### src/design/ntt_ctrl_consts.svh
`ifndef NTT_CTRL_CONSTS_SVH
`define NTT_CTRL_CONSTS_SVH

// Coefficient and bank geometry
`define NTT_DATA_W              12      // One coefficient
`define NTT_ADDR_W              5       // Depth of one bank is 32
`define NTT_COEFFS_PER_WORD     16
`define NTT_INPUT_W             192     // 16 x 12 bit coefficients
`define NTT_PAIRS_PER_WORD      8       // Even/odd pairs per input word
`define NTT_WORDS_PER_BANK      2
`define NTT_BANKS               8

// Phase latencies, in clock cycles or pulses
`define NTT_DECO_LATE           2       // Address generator done pulses
`define NTT_BU_LATE             7       // Butterfly cycles between write-backs
`define NTT_EXEC_CYCLE          120     // Whole execute window

// 8 banks x 2 words x 8 pairs = 128 pair writes = 256 coefficients
// Address layout per bank is {word, pair, port}, so
// NTT_ADDR_W has to stay log2(WORDS_PER_BANK * COEFFS_PER_WORD)
// and COEFFS_PER_WORD has to stay 2 * PAIRS_PER_WORD
// INPUT_W is COEFFS_PER_WORD * DATA_W

`endif

### src/design/ntt_ctrl_pkg.sv
package ntt_ctrl_pkg;

`include "ntt_ctrl_consts.svh"

    // Data path
    typedef logic [`NTT_DATA_W-1:0]  coeff_t;      // One coefficient
    typedef logic [`NTT_INPUT_W-1:0] in_word_t;    // Coefficient 0 in the top bits
    typedef logic [`NTT_ADDR_W-1:0]  bram_addr_t;
    typedef logic [`NTT_BANKS-1:0]   bank_we_t;    // Bit n enables bank n

    // Load counters
    typedef logic [$clog2(`NTT_PAIRS_PER_WORD)-1:0] pair_idx_t;
    typedef logic [$clog2(`NTT_WORDS_PER_BANK)-1:0] word_idx_t;
    typedef logic [$clog2(`NTT_BANKS)-1:0]          bank_idx_t;

    // Execute timing
    typedef logic [$clog2(`NTT_EXEC_CYCLE)-1:0] exec_cnt_t;   // 0 .. EXEC_CYCLE-1
    typedef logic [$clog2(`NTT_BU_LATE)-1:0]    bu_cnt_t;     // 0 .. BU_LATE-1

    // Top level phases
    typedef enum logic [2:0] {
        IDLE = 3'b000,      // Waiting for start
        LOAD = 3'b001,      // Filling the banks
        DECO = 3'b010,      // Address generator running
        EXEC = 3'b011,      // Butterfly window
        DONE = 3'b110       // One cycle completion
    } ctrl_phase_e;

endpackage

### src/design/coeff_loader.sv
`timescale 1ns/1ps

`include "ntt_ctrl_consts.svh"

module coeff_loader (
    input  logic                    clk_i,
    input  logic                    rst_i,
    input  logic                    load_en,        // High through the whole LOAD phase
    input  logic                    valid_input,    // One strobe per pair
    input  ntt_ctrl_pkg::in_word_t  din,            // Held for 8 strobes
    output ntt_ctrl_pkg::coeff_t    din_load_a,
    output ntt_ctrl_pkg::coeff_t    din_load_b,
    output ntt_ctrl_pkg::bram_addr_t addr_load_a,
    output ntt_ctrl_pkg::bram_addr_t addr_load_b,
    output ntt_ctrl_pkg::bank_we_t  load_we,
    output logic                    load_done
);

    ntt_ctrl_pkg::coeff_t    coeff_arr [`NTT_COEFFS_PER_WORD];

    ntt_ctrl_pkg::pair_idx_t pair_cnt;     // Pair inside the current word
    ntt_ctrl_pkg::word_idx_t word_cnt;     // Word inside the current bank
    ntt_ctrl_pkg::bank_idx_t bank_cnt;     // Bank being filled

    logic load_fire;
    logic pair_wrap;
    logic word_wrap;
    logic bank_wrap;

    // Split the input word, coefficient 0 sits in the MSBs
    always_comb begin
        for (int i = 0; i < `NTT_COEFFS_PER_WORD; i++) begin
            coeff_arr[i] = din[`NTT_INPUT_W - 1 - i*`NTT_DATA_W -: `NTT_DATA_W];
        end
    end

    assign load_fire = load_en && valid_input;

    // Wrap points of the nested counters
    assign pair_wrap = (pair_cnt == ntt_ctrl_pkg::pair_idx_t'(`NTT_PAIRS_PER_WORD - 1));
    assign word_wrap = (word_cnt == ntt_ctrl_pkg::word_idx_t'(`NTT_WORDS_PER_BANK - 1));
    assign bank_wrap = (bank_cnt == ntt_ctrl_pkg::bank_idx_t'(`NTT_BANKS - 1));

    // Pair -> word -> bank counters, held at zero outside LOAD
    always_ff @(posedge clk_i) begin
        if (rst_i || !load_en) begin
            pair_cnt <= '0;
            word_cnt <= '0;
            bank_cnt <= '0;
        end else if (valid_input) begin
            if (pair_wrap) begin
                pair_cnt <= '0;
                if (word_wrap) begin
                    word_cnt <= '0;
                    bank_cnt <= bank_wrap ? '0 : bank_cnt + 1'b1;
                end else begin
                    word_cnt <= word_cnt + 1'b1;
                end
            end else begin
                pair_cnt <= pair_cnt + 1'b1;
            end
        end
    end

    // Pair data and addresses, updated only on a strobe
    always_ff @(posedge clk_i) begin
        if (rst_i) begin
            din_load_a  <= '0;
            din_load_b  <= '0;
            addr_load_a <= '0;
            addr_load_b <= '0;
        end else if (load_fire) begin
            din_load_a  <= coeff_arr[{pair_cnt, 1'b0}];     // Even coefficient 2p
            din_load_b  <= coeff_arr[{pair_cnt, 1'b1}];     // Odd coefficient 2p+1
            addr_load_a <= {word_cnt, pair_cnt, 1'b0};      // word*16 + p*2
            addr_load_b <= {word_cnt, pair_cnt, 1'b1};      // Next row for port B
        end
    end

    // Enables last a single cycle per strobe
    always_ff @(posedge clk_i) begin
        if (rst_i) begin
            load_we   <= '0;
            load_done <= 1'b0;
        end else begin
            load_we   <= load_fire ? ntt_ctrl_pkg::bank_we_t'(1) << bank_cnt : '0;
            // Flags the 128th pair write in the same cycle
            load_done <= load_fire && pair_wrap && word_wrap && bank_wrap;
        end
    end

endmodule

### src/design/exec_scheduler.sv
`timescale 1ns/1ps

`include "ntt_ctrl_consts.svh"

module exec_scheduler (
    input  logic                   clk_i,
    input  logic                   rst_i,
    input  logic                   exec_en,            // High for the whole EXEC phase
    input  ntt_ctrl_pkg::bank_we_t load_we,            // One-hot enables from the loader
    output logic                   start_bu_choose,
    output logic                   start_bram_write,
    output logic                   exec_last,
    output ntt_ctrl_pkg::bank_we_t we
);

    ntt_ctrl_pkg::exec_cnt_t exec_cnt;     // Cycle inside the execute window
    ntt_ctrl_pkg::bu_cnt_t   bu_cnt;       // Butterfly cycle inside one write-back period

    logic bu_wrap;

    // Window length is fixed, the last cycle carries no butterfly
    assign exec_last       = exec_en &&
                             (exec_cnt == ntt_ctrl_pkg::exec_cnt_t'(`NTT_EXEC_CYCLE - 1));
    assign start_bu_choose = exec_en && !exec_last;

    assign bu_wrap = (bu_cnt == ntt_ctrl_pkg::bu_cnt_t'(`NTT_BU_LATE - 1));

    // Execute cycle counter
    always_ff @(posedge clk_i) begin
        if (rst_i || !exec_en) begin
            exec_cnt <= '0;
        end else begin
            exec_cnt <= exec_cnt + 1'b1;
        end
    end

    // Butterfly counter, advances on butterfly cycles only
    always_ff @(posedge clk_i) begin
        if (rst_i || !exec_en) begin
            bu_cnt <= '0;
        end else if (start_bu_choose) begin
            bu_cnt <= bu_wrap ? '0 : bu_cnt + 1'b1;
        end
    end

    // Write-back on butterfly cycles 7, 14, ... 119
    assign start_bram_write = start_bu_choose && bu_wrap;

    // All banks take the write-back, loader enables otherwise
    assign we = start_bram_write ? '1 : load_we;

endmodule

### src/design/ntt_ctrl_top.sv
`timescale 1ns/1ps

module ntt_ctrl_top (
    input  logic                     clk_i,
    input  logic                     rst_i,

    // Control from the host side
    input  logic                     start,
    input  logic                     is_ntt,
    input  logic                     valid_input,
    input  ntt_ctrl_pkg::in_word_t   din,
    input  logic                     done_gen_addr,

    // Bank load port
    output ntt_ctrl_pkg::coeff_t     din_load_a,
    output ntt_ctrl_pkg::coeff_t     din_load_b,
    output ntt_ctrl_pkg::bram_addr_t addr_load_a,
    output ntt_ctrl_pkg::bram_addr_t addr_load_b,
    output ntt_ctrl_pkg::bank_we_t   we,

    // Phase strobes and levels
    output logic                     start_bram_load,
    output logic                     start_decode,
    output logic                     start_bram_exec,
    output logic                     start_bu_choose,
    output logic                     start_bram_write,
    output logic                     is_ntt_mode,
    output logic                     done_all
);

    logic                   load_en;       // Sequencer -> loader
    logic                   load_done;     // Loader -> sequencer
    logic                   exec_en;       // Sequencer -> scheduler
    logic                   exec_last;     // Scheduler -> sequencer
    ntt_ctrl_pkg::bank_we_t load_we;       // Loader -> scheduler merge

    coeff_loader u_loader (
        .clk_i       (clk_i),
        .rst_i       (rst_i),
        .load_en     (load_en),
        .valid_input (valid_input),
        .din         (din),
        .din_load_a  (din_load_a),
        .din_load_b  (din_load_b),
        .addr_load_a (addr_load_a),
        .addr_load_b (addr_load_b),
        .load_we     (load_we),
        .load_done   (load_done)
    );

    phase_sequencer u_seq (
        .clk_i           (clk_i),
        .rst_i           (rst_i),
        .start           (start),
        .is_ntt          (is_ntt),
        .done_gen_addr   (done_gen_addr),
        .load_done       (load_done),
        .exec_last       (exec_last),
        .load_en         (load_en),
        .exec_en         (exec_en),
        .start_bram_load (start_bram_load),
        .start_decode    (start_decode),
        .start_bram_exec (start_bram_exec),
        .is_ntt_mode     (is_ntt_mode),
        .done_all        (done_all)
    );

    exec_scheduler u_sched (
        .clk_i            (clk_i),
        .rst_i            (rst_i),
        .exec_en          (exec_en),
        .load_we          (load_we),
        .start_bu_choose  (start_bu_choose),
        .start_bram_write (start_bram_write),
        .exec_last        (exec_last),
        .we               (we)
    );

endmodule

### src/design/phase_sequencer.sv
`timescale 1ns/1ps

`include "ntt_ctrl_consts.svh"

module phase_sequencer (
    input  logic clk_i,
    input  logic rst_i,
    input  logic start,             // Pulse, taken in IDLE only
    input  logic is_ntt,            // 1 = forward NTT, 0 = inverse
    input  logic done_gen_addr,     // Pulses from the address generator
    input  logic load_done,         // Last pair has been written
    input  logic exec_last,         // Final cycle of the execute window
    output logic load_en,
    output logic exec_en,
    output logic start_bram_load,
    output logic start_decode,
    output logic start_bram_exec,
    output logic is_ntt_mode,
    output logic done_all
);

    localparam int DECO_CNT_W = $clog2(`NTT_DECO_LATE + 1);

    ntt_ctrl_pkg::ctrl_phase_e state;

    logic [DECO_CNT_W-1:0] deco_cnt;   // Done pulses seen so far in DECO
    logic                  deco_hit;   // Final pulse needed to leave DECO
    logic                  mode_q;     // Mode sampled with start

    assign deco_hit = (state == ntt_ctrl_pkg::DECO) && done_gen_addr &&
                      (deco_cnt == DECO_CNT_W'(`NTT_DECO_LATE - 1));

    // Phase register
    always_ff @(posedge clk_i) begin
        if (rst_i) begin
            state <= ntt_ctrl_pkg::IDLE;
        end else begin
            case (state)
                ntt_ctrl_pkg::IDLE: begin
                    if (start) begin
                        state <= ntt_ctrl_pkg::LOAD;
                    end
                end
                ntt_ctrl_pkg::LOAD: begin
                    if (load_done) begin
                        state <= ntt_ctrl_pkg::DECO;    // All 8 banks filled
                    end
                end
                ntt_ctrl_pkg::DECO: begin
                    if (deco_hit) begin
                        state <= ntt_ctrl_pkg::EXEC;
                    end
                end
                ntt_ctrl_pkg::EXEC: begin
                    if (exec_last) begin
                        state <= ntt_ctrl_pkg::DONE;
                    end
                end
                ntt_ctrl_pkg::DONE: state <= ntt_ctrl_pkg::IDLE;   // Single cycle
                default:            state <= ntt_ctrl_pkg::IDLE;
            endcase
        end
    end

    // Counts done pulses, restarts every time DECO is entered
    always_ff @(posedge clk_i) begin
        if (rst_i || state != ntt_ctrl_pkg::DECO) begin
            deco_cnt <= '0;
        end else if (done_gen_addr) begin
            deco_cnt <= deco_cnt + 1'b1;
        end
    end

    // Mode latch, only written when a start is accepted
    always_ff @(posedge clk_i) begin
        if (rst_i) begin
            mode_q <= 1'b0;
        end else if (state == ntt_ctrl_pkg::IDLE && start) begin
            mode_q <= is_ntt;
        end
    end

    // Phase decode
    assign load_en         = (state == ntt_ctrl_pkg::LOAD);
    assign exec_en         = (state == ntt_ctrl_pkg::EXEC);
    assign start_bram_load = (state == ntt_ctrl_pkg::LOAD);
    assign start_decode    = (state == ntt_ctrl_pkg::DECO);
    assign start_bram_exec = (state == ntt_ctrl_pkg::EXEC);
    assign done_all        = (state == ntt_ctrl_pkg::DONE);
    assign is_ntt_mode     = mode_q && (state != ntt_ctrl_pkg::IDLE);   // Held through DONE

endmodule

### config.mk
export PLATFORM = sky130hd
export DESIGN_NAME = ntt_ctrl_top
export DESIGN_NICKNAME = d
export VERILOG_FILES = /design/src/design/ntt_ctrl_pkg.sv /design/src/design/coeff_loader.sv /design/src/design/exec_scheduler.sv /design/src/design/ntt_ctrl_top.sv /design/src/design/phase_sequencer.sv
export VERILOG_INCLUDE_DIRS = /design/src /design/src/design
export SDC_FILE = /design/constraint.sdc
export NUM_CORES = 1
export LEC_CHECK = 0
export BUFFER_PORTS_ARGS = -buffer_cell sky130_fd_sc_hd__buf_2
export CAP_MARGIN = 20
export CORE_MARGIN = 5
export CORE_UTILIZATION = 44
export CTS_CLUSTER_SIZE = 14
export DETAILED_ROUTE_END_ITERATION = 6
export PLACE_DENSITY = 0.78
export SYNTH_ARGS = -nofsm -noshare
export SYNTH_HDL_FRONTEND = slang
export SYNTH_SLANG_ARGS = --single-unit
export TNS_END_PERCENT = 5
### constraint.sdc
create_clock -name clk_i -period 1.56 [get_ports clk_i]
set_input_delay 0.156 -clock clk_i [delete_from_list [all_inputs] [get_ports clk_i]]
set_output_delay 0.156 -clock clk_i [all_outputs]
set_load 0.02 [all_outputs]
==> results of run 1 <==
==> layout make-up <==
cell class / instances / area, um^2
Multi-Input combinational cell: 350 / 2610
Clock inverter: 6 / 62.6
Tap cell: 111 / 139
Sequential cell: 61 / 1230
Timing Repair Buffer: 280 / 1610
Antenna cell: 1 / 2.50
Fill cell: 777 / 3310
Inverter: 13 / 48.8
Clock buffer: 10 / 128
==> registers in the layout, indices dropped and copies added (netlist names) <==
signal and count:
u_loader.load_done 1, u_loader.word_cnt 1, u_loader.bank_cnt 3, u_loader.din_load_b 12
u_sched.exec_cnt 7, u_sched.bu_cnt 3, u_seq.deco_cnt 2, u_loader.din_load_a 12
u_loader.load_we 8, u_seq.mode_q 1, u_seq.state 3, u_loader.addr_load_b 5
u_loader.pair_cnt 3
==> cell usage in the layout (no fill, tap or decap), types with 2 or more instances in the layout <==
master    instances
buf_4            30
dfxtp_1          55
dfxtp_4           2
xor2_1            3
mux2i_1         100
nor3b_4           2
dfxtp_2           4
clkbuf_8          9
buf_12            5
and2_1            2
xnor2_1           2
nor3_2            9
ha_1              8
nand3b_1          3
a22oi_1          48
nor2b_2           2
nand3_1           5
nor3_1           23
nand3_2           4
nand2b_1          9
clkinv_2          2
or3_1             2
nor2_2            5
buf_6            10
inv_1            13
a21oi_2           4
buf_2           235
nand2_1          17
a21oi_1          32
nor2_1           47
o21ai_0           5
==> through the flow <==
stage          setup TNS, ps  area [um^2]
2_1_floorplan          -47.6         4070
3_3_place_gp               0         5480
3_5_place_dp               0         5480
4_1_cts                -2310         5770
5_1_grt                -4570         5840
6_report               -2230         5840
==> worst max-delay path: cells and delay by family (launching register included) <==
kind	cells	cell delay (ps)
buf+inv	1	120
flops	1	350
simple gates	4	840
==> logic make-up after synthesis <==
logic type               Yosys count  share of synthesized area [%]
AND/OR/NAND/NOR                  139                           17.7
multiplexers                     102                           25.1
AO/OA/AOI/OAI                     93                           15.0
flip-flops                        61                           30.0
buffers and inverters             54                           8.29
adder cells (fa/ha/maj)            9                           2.76
XOR/XNOR                           5                           1.08
other                              1                         0.0920
==> power breakdown <==
group          switching, uW  internal, uW  total [uW]  leakage, uW
clock network            657           736        1390    0.0000966
registers                126          1760        1890     0.000498
logic                   1050           769        1820      0.00195
==> final timing paths <==
| kind | start | endpoint |
|---|---|---|
| setup / recovery | u_seq.state[2] | we[3] |
| hold / removal | done_gen_addr | u_seq.deco_cnt[1] |
| setup reg to reg | u_seq.state[2] | u_loader.din_load_a[6] |
| hold reg to reg | u_loader.addr_load_b[0] | u_loader.addr_load_b[0] |
==> per-layer routing <==
metal / vias to the layer above / wire length (um)
met5: - / 13
met4: 2 / 293
met3: 28 / 1080
met2: 179 / 7560
met1: 2028 / 5590
li1: 2162 / -
==> what timing repair did <==
action / in CTS / in global routing
pin swaps: 3 / 19
resized for setup: 24 / 17
setup buffers: 0 / 1
setup endpoints to repair: 10 / 35
gates cloned: 1 / 0
==> summary.md, run 1 <==
| Metric | Value |
|---|---|
| Vias | `4399` |
| Core ar. | `9150 um^2` |
| Slew Viols, Final | `0` |
| Cell Chain, Critical Path | `nand3b_1 -> nor3b_4 -> nand3_2 -> nand2b_1 -> buf_6` |
| 1st-iter DRT viols | `231` |
| Worst reg-to-reg path cell count | `5` |
| CTS tree | `done` |
| Gate Count Post-Synth | `464` |
| EDFF count, synth | `0` |
| IO Pins | `247` |
| Setup Viol. Count Final | `11` |
| GR Util met1 | `27.5%` |
| First-pass GRT wire length | `22200 um` |
| FP Rows | `35` |
| Post-synthesis sequential area ratio | `30.0%` |
| Pre-CTS setup slack | `0.301 ps` |
| Final WS setup | `-249 ps` |
| Synth top cells by count | `mux2i_1, dfxtp_1, nor2_1, a22oi_1, a21oi_1` |
| Root Driver | `clkbuf_8` |
| Met3 Track Usage GR | `6.92%` |
| Outcome | `finished with violations` |
| Fin. Hold Viols | `0` |
| Leakage power | `0.00254 uW` |
| CP Data Arrival Time | `1650 ps` |
| Initial antenna violation count | `2` |
| Most Crowded Layer GR | `met2` |
| Most common cell in the netlist | `mux2i_1` |
| Final #Nets | `922` |
| Met2 GRT Util | `45.0%` |
| Setup CP Type | `reg -> out` |
| CTS max path bufs | `2` |
| PwrDens | `873 nW/um^2` |
| Total grt overflow | `0` |
| Largest cells by area after synthesis | `dfxtp_1, mux2i_1, a22oi_1` |
| Cell Area, Synth | `4070 um^2` |
| DR pass1 iterations | `5` |
| Hold Crit Depth | `2` |
| Total design power | `5100 uW` |
| Largest net degree at the start of global routing | `30` |
| Vias in the first global route | `4445` |
| Failing checks | `negative setup slack` |
| Final cell count without fillers | `832` |
| Fraction of registers with async set or reset after synthesis | `0%` |
| WL/cell | `17.5 um` |
| Avg Synthesized Cell Area | `8.78 um^2` |
| Min Clock Period, post-route | `1810 ps` |
| # port buffers | `245` |
| Max Freq | `553 MHz` |
| CTS sink cnt | `61` |
| Cell total after placement | `813` |
| Area leader, netlist | `dfxtp_1` |
| Period utilization | `116%` |
| Syn nets | `671` |
| Worst path max stage delay | `350 ps` |
| Crit path capture type | `primary output` |
| Overall routed net length | `14500 um` |
| Worst clock skew | `6.52 ps` |
| Die ar. | `11300 um^2` |
| Core Util, Final | `63.8%` |
| CTS buffer count | `9` |
| Share of the synthesized area in the top cell type | `30.0%` |
| Slowest-stage cell, CP | `dfxtp_4` |
| RD Place Congestion | `0.931` |
| Yosys warning total | `0` |
| Vias per cell | `5.29` |
| Share of cells above drive strength 1 | `46.7%` |
| Critical Path Fanout Max | `4` |
| Height of the die | `106 um` |
| Layout area overhead | `43.4%` |
| Residual DRC | `0` |
| # H-tree levels | `3` |
| Post-detail-place hpwl | `11500 um` |
| Worst-Skew Late Latency | `340 ps` |
| Startpoint type of the worst setup path | `register` |
| Max-cap violations | `0` |
| #FFs+latches synth | `61` |
| Gr usage total | `24.5%` |
| Hold Crit Class | `in -> reg` |
| Unrepaired setup endpoints after global routing | `true` |
| Worst vdd ir | `0.623 mV` |
| Ys flop type | `dfxtp_1` |
| Hold bufs inserted after CTS | `0` |
| Worst reg-to-reg setup slack | `-30 ps` |
| Die X | `106 um` |
| Final ANT Viol Nets | `0` |
| Hold slack | `45.7 ps` |
| Initial Utilization | `44.5%` |
| Req. time, crit path | `1400 ps` |
| Clock-pin slew on the worst setup and hold paths | `70 ps` |
| Yosys cell types | `42` |
Note: power is estimated with default switching activity, not from simulation.
==> run 2, diff against run 1 <==
--- a/config.mk
+++ b/config.mk
@@ -9,10 +9,10 @@
 export BUFFER_PORTS_ARGS = -buffer_cell sky130_fd_sc_hd__buf_2
 export CAP_MARGIN = 20
 export CORE_MARGIN = 5
-export CORE_UTILIZATION = 44
+export CORE_UTILIZATION = 47
 export CTS_CLUSTER_SIZE = 14
 export DETAILED_ROUTE_END_ITERATION = 6
-export PLACE_DENSITY = 0.78
+export PLACE_DENSITY = 0.83
 export SYNTH_ARGS = -nofsm -noshare
 export SYNTH_HDL_FRONTEND = slang
 export SYNTH_SLANG_ARGS = --single-unit
==> constraint.sdc (replaced) <==
create_clock -name clk_i -period 2.1 [get_ports clk_i]
set_input_delay 0.21 -clock clk_i [delete_from_list [all_inputs] [get_ports clk_i]]
set_output_delay 0.21 -clock clk_i [all_outputs]
set_load 0.02 [all_outputs]
==> run 2 against run 1 <==
Compared with the run above:
- the flow now finishes without violations
- via count is essentially flat
- cell area fell by 5.3%
- utilization increased by 0.54 points
- first-iteration DRC count fell by 26%
==> summary.md, run 2 (synthesis gave the netlist of run 1 again) <==
| Metric | Value |
|---|---|
| Slew Viols, Final | `0 (unchanged)` |
| Worst-Skew Late Latency | `350 ps (about the same)` |
| # port buffers | `245 (unchanged)` |
| Hold Crit Class | `in -> reg` |
| CTS max path bufs | `2 (unchanged)` |
| Vias per cell | `5.48 (+3.7%)` |
| # H-tree levels | `3 (unchanged)` |
| Die X | `103 um (-2.9%)` |
| Vias | `4402 (+0.068%)` |
| Outcome | `finished clean` |
| Most Crowded Layer GR | `met2` |
| FP Rows | `34 (-2.9%)` |
| Max-cap violations | `0 (unchanged)` |
| Worst clock skew | `11.3 ps (+4.75 ps)` |
| Largest net degree at the start of global routing | `40 (+33%)` |
| Height of the die | `103 um (-2.9%)` |
| Min Clock Period, post-route | `2010 ps` |
| Post-detail-place hpwl | `11000 um (-4.3%)` |
| Met2 GRT Util | `46.1% (+1.1 points)` |
| Max Freq | `498 MHz` |
| GR Util met1 | `27.7% (+0.22 points)` |
| Core ar. | `8590 um^2 (-6.1%)` |
| Commonest non-fill, non-tap cell in the layout | `buf_2` |
| Most frequent cells in the layout | `buf_2, mux2i_1, dfxtp_1` |
| CP Data Arrival Time | `1800 ps (+150 ps)` |
| IO Pins | `247 (unchanged)` |
| Vias in the first global route | `4357 (-2.0%)` |
| WL/cell | `17.8 um (+1.9%)` |
| Clock-pin slew on the worst setup and hold paths | `80 ps (about the same)` |
| Die ar. | `10600 um^2 (-5.8%)` |
| RD Place Congestion | `0.884 (-5.0%)` |
| PwrDens | `705 nW/um^2 (-19%)` |
| CTS buffer count | `9 (unchanged)` |
| Pre-CTS setup slack | `300 ps (+300 ps)` |
| Startpoint type of the worst setup path | `register` |
| CTS tree | `done` |
| First-pass GRT wire length | `21000 um (-5.4%)` |
| Cell Chain, Critical Path | `ha_4 -> nand3_2 -> or3_4 -> nand3_4 -> nand2b_1 -> buf_2` |
| Leakage power | `0.00240 uW (-5.6%)` |
| Req. time, crit path | `1890 ps (+490 ps)` |
| Setup CP Type | `reg -> out` |
| Setup Viol. Count Final | `0 (-11)` |
| Fin. Hold Viols | `0 (unchanged)` |
| Layout area overhead | `35.8%` |
| Worst reg-to-reg setup slack | `450 ps (+480 ps)` |
| 1st-iter DRT viols | `171 (-26%)` |
| Crit path capture type | `primary output` |
| Transition time of the tightest slew-check pin | `604 ps` |
| Final ANT Viol Nets | `0 (unchanged)` |
| Final WS setup | `93.4 ps (+342 ps)` |
| Worst path max stage delay | `430 ps (+80 ps)` |
| Worst vdd ir | `0.621 mV (-0.19%)` |
| Hold slack | `92.7 ps (+47.0 ps)` |
| Residual DRC | `0 (unchanged)` |
| Top Registers | `u_loader.din_load_a (12), u_loader.din_load_b (12), u_loader.load_we (8)` |
| Initial Utilization | `47.4% (+2.9 points)` |
| Initial antenna violation count | `1 (-1)` |
| Hold bufs inserted after CTS | `0 (unchanged)` |
| Final #Nets | `897 (-2.7%)` |
| Overall routed net length | `14300 um (-1.6%)` |
| Gr usage total | `25.6% (+1.1 points)` |
| DR pass1 iterations | `5 (unchanged)` |
| Slew HR | `59.6%` |
| Met3 Track Usage GR | `7.37% (+0.45 points)` |
| Period utilization | `95.6%` |
| Slowest-stage cell, CP | `or3_4` |
| Total grt overflow | `0 (unchanged)` |
| N_diodes | `0 (-1)` |
| Critical Path Fanout Max | `9 (+5)` |
| Root Driver | `clkbuf_8` |
| Share of cells above drive strength 1 | `43.6% (-3.1 points)` |
| CTS sink cnt | `61 (unchanged)` |
[run 2: cell types whose count changed in the layout (fill, tap and decap cells not counted), moves of 2 or more]
cell / change
buf_12: -3
buf_2: +10
buf_4: -21
buf_6: -10
clkinv_2: -2
dfxtp_1: +2
inv_6: +4
nand3_1: +2
nand3_2: -3
nor3_1: +2
[run 2: worst max-delay path, delay by kind of cell, from the launching register on]
family | cells | cell delay (ps)
DFF | 1 | 380
buffers and inverters | 1 | 150
and+or+nand+nor | 4 | 760
adders and majority gates | 1 | 160
[run 2: path summary, 6_finish.rpt]
check / cells after the start / from / endpoint
max: 6 / u_sched.exec_cnt[1] / we[5]
min: 2 / done_gen_addr / u_seq.deco_cnt[1]
max reg2reg: 4 / u_seq.state[0] / u_loader.din_load_b[8]
min reg2reg: 1 / u_sched.exec_cnt[0] / u_sched.exec_cnt[0]
[run 2: area by class of cell]
type | instances | area [um^2]
clock buffer | 9 | 124
fill | 718 | 3060
multi-input combinational | 349 | 2560
inverter | 13 | 48.8
sequential | 61 | 1230
timing repair buffer | 256 | 1330
tap | 108 | 135
clock inverter | 7 | 104
[run 2: power by group]
part / switching [uW] / internal (uW) / total, uW
Combinational: 736 / 511 / 1250
Clock: 528 / 687 / 1210
Sequential: 128 / 1310 / 1440
[run 2: timing repair]
item	CTS	global route
endpoints found under the setup margin	9	9
gates resized for setup	5	4
endpoints found under the hold margin	0	0
setup buffers	0	2
pin swaps	1	2
[run 2: through the flow]
stage | utilization (%) | instances | cell area [um^2] | power (uW) | TNS (ps)
global placement | 61.1 | 785 | 5250 | 2650 | 0
detailed placement | 61.1 | 785 | 5250 | 2690 | 0
CTS | 64.0 | 801 | 5500 | 3910 | 0
finish | 64.4 | 803 | 5530 | 3900 | 0
global route | 64.4 | 803 | 5530 | 4100 | -98.9
floorplan | - | 464 | 4070 | 2240 | 0
[run 2: metal layers]
layer | wire, um | vias up
met4 | 497 | 2
met2 | 7310 | 193
li1 | - | 2111
met5 | 7 | -
met1 | 5320 | 2054
met3 | 1170 | 42
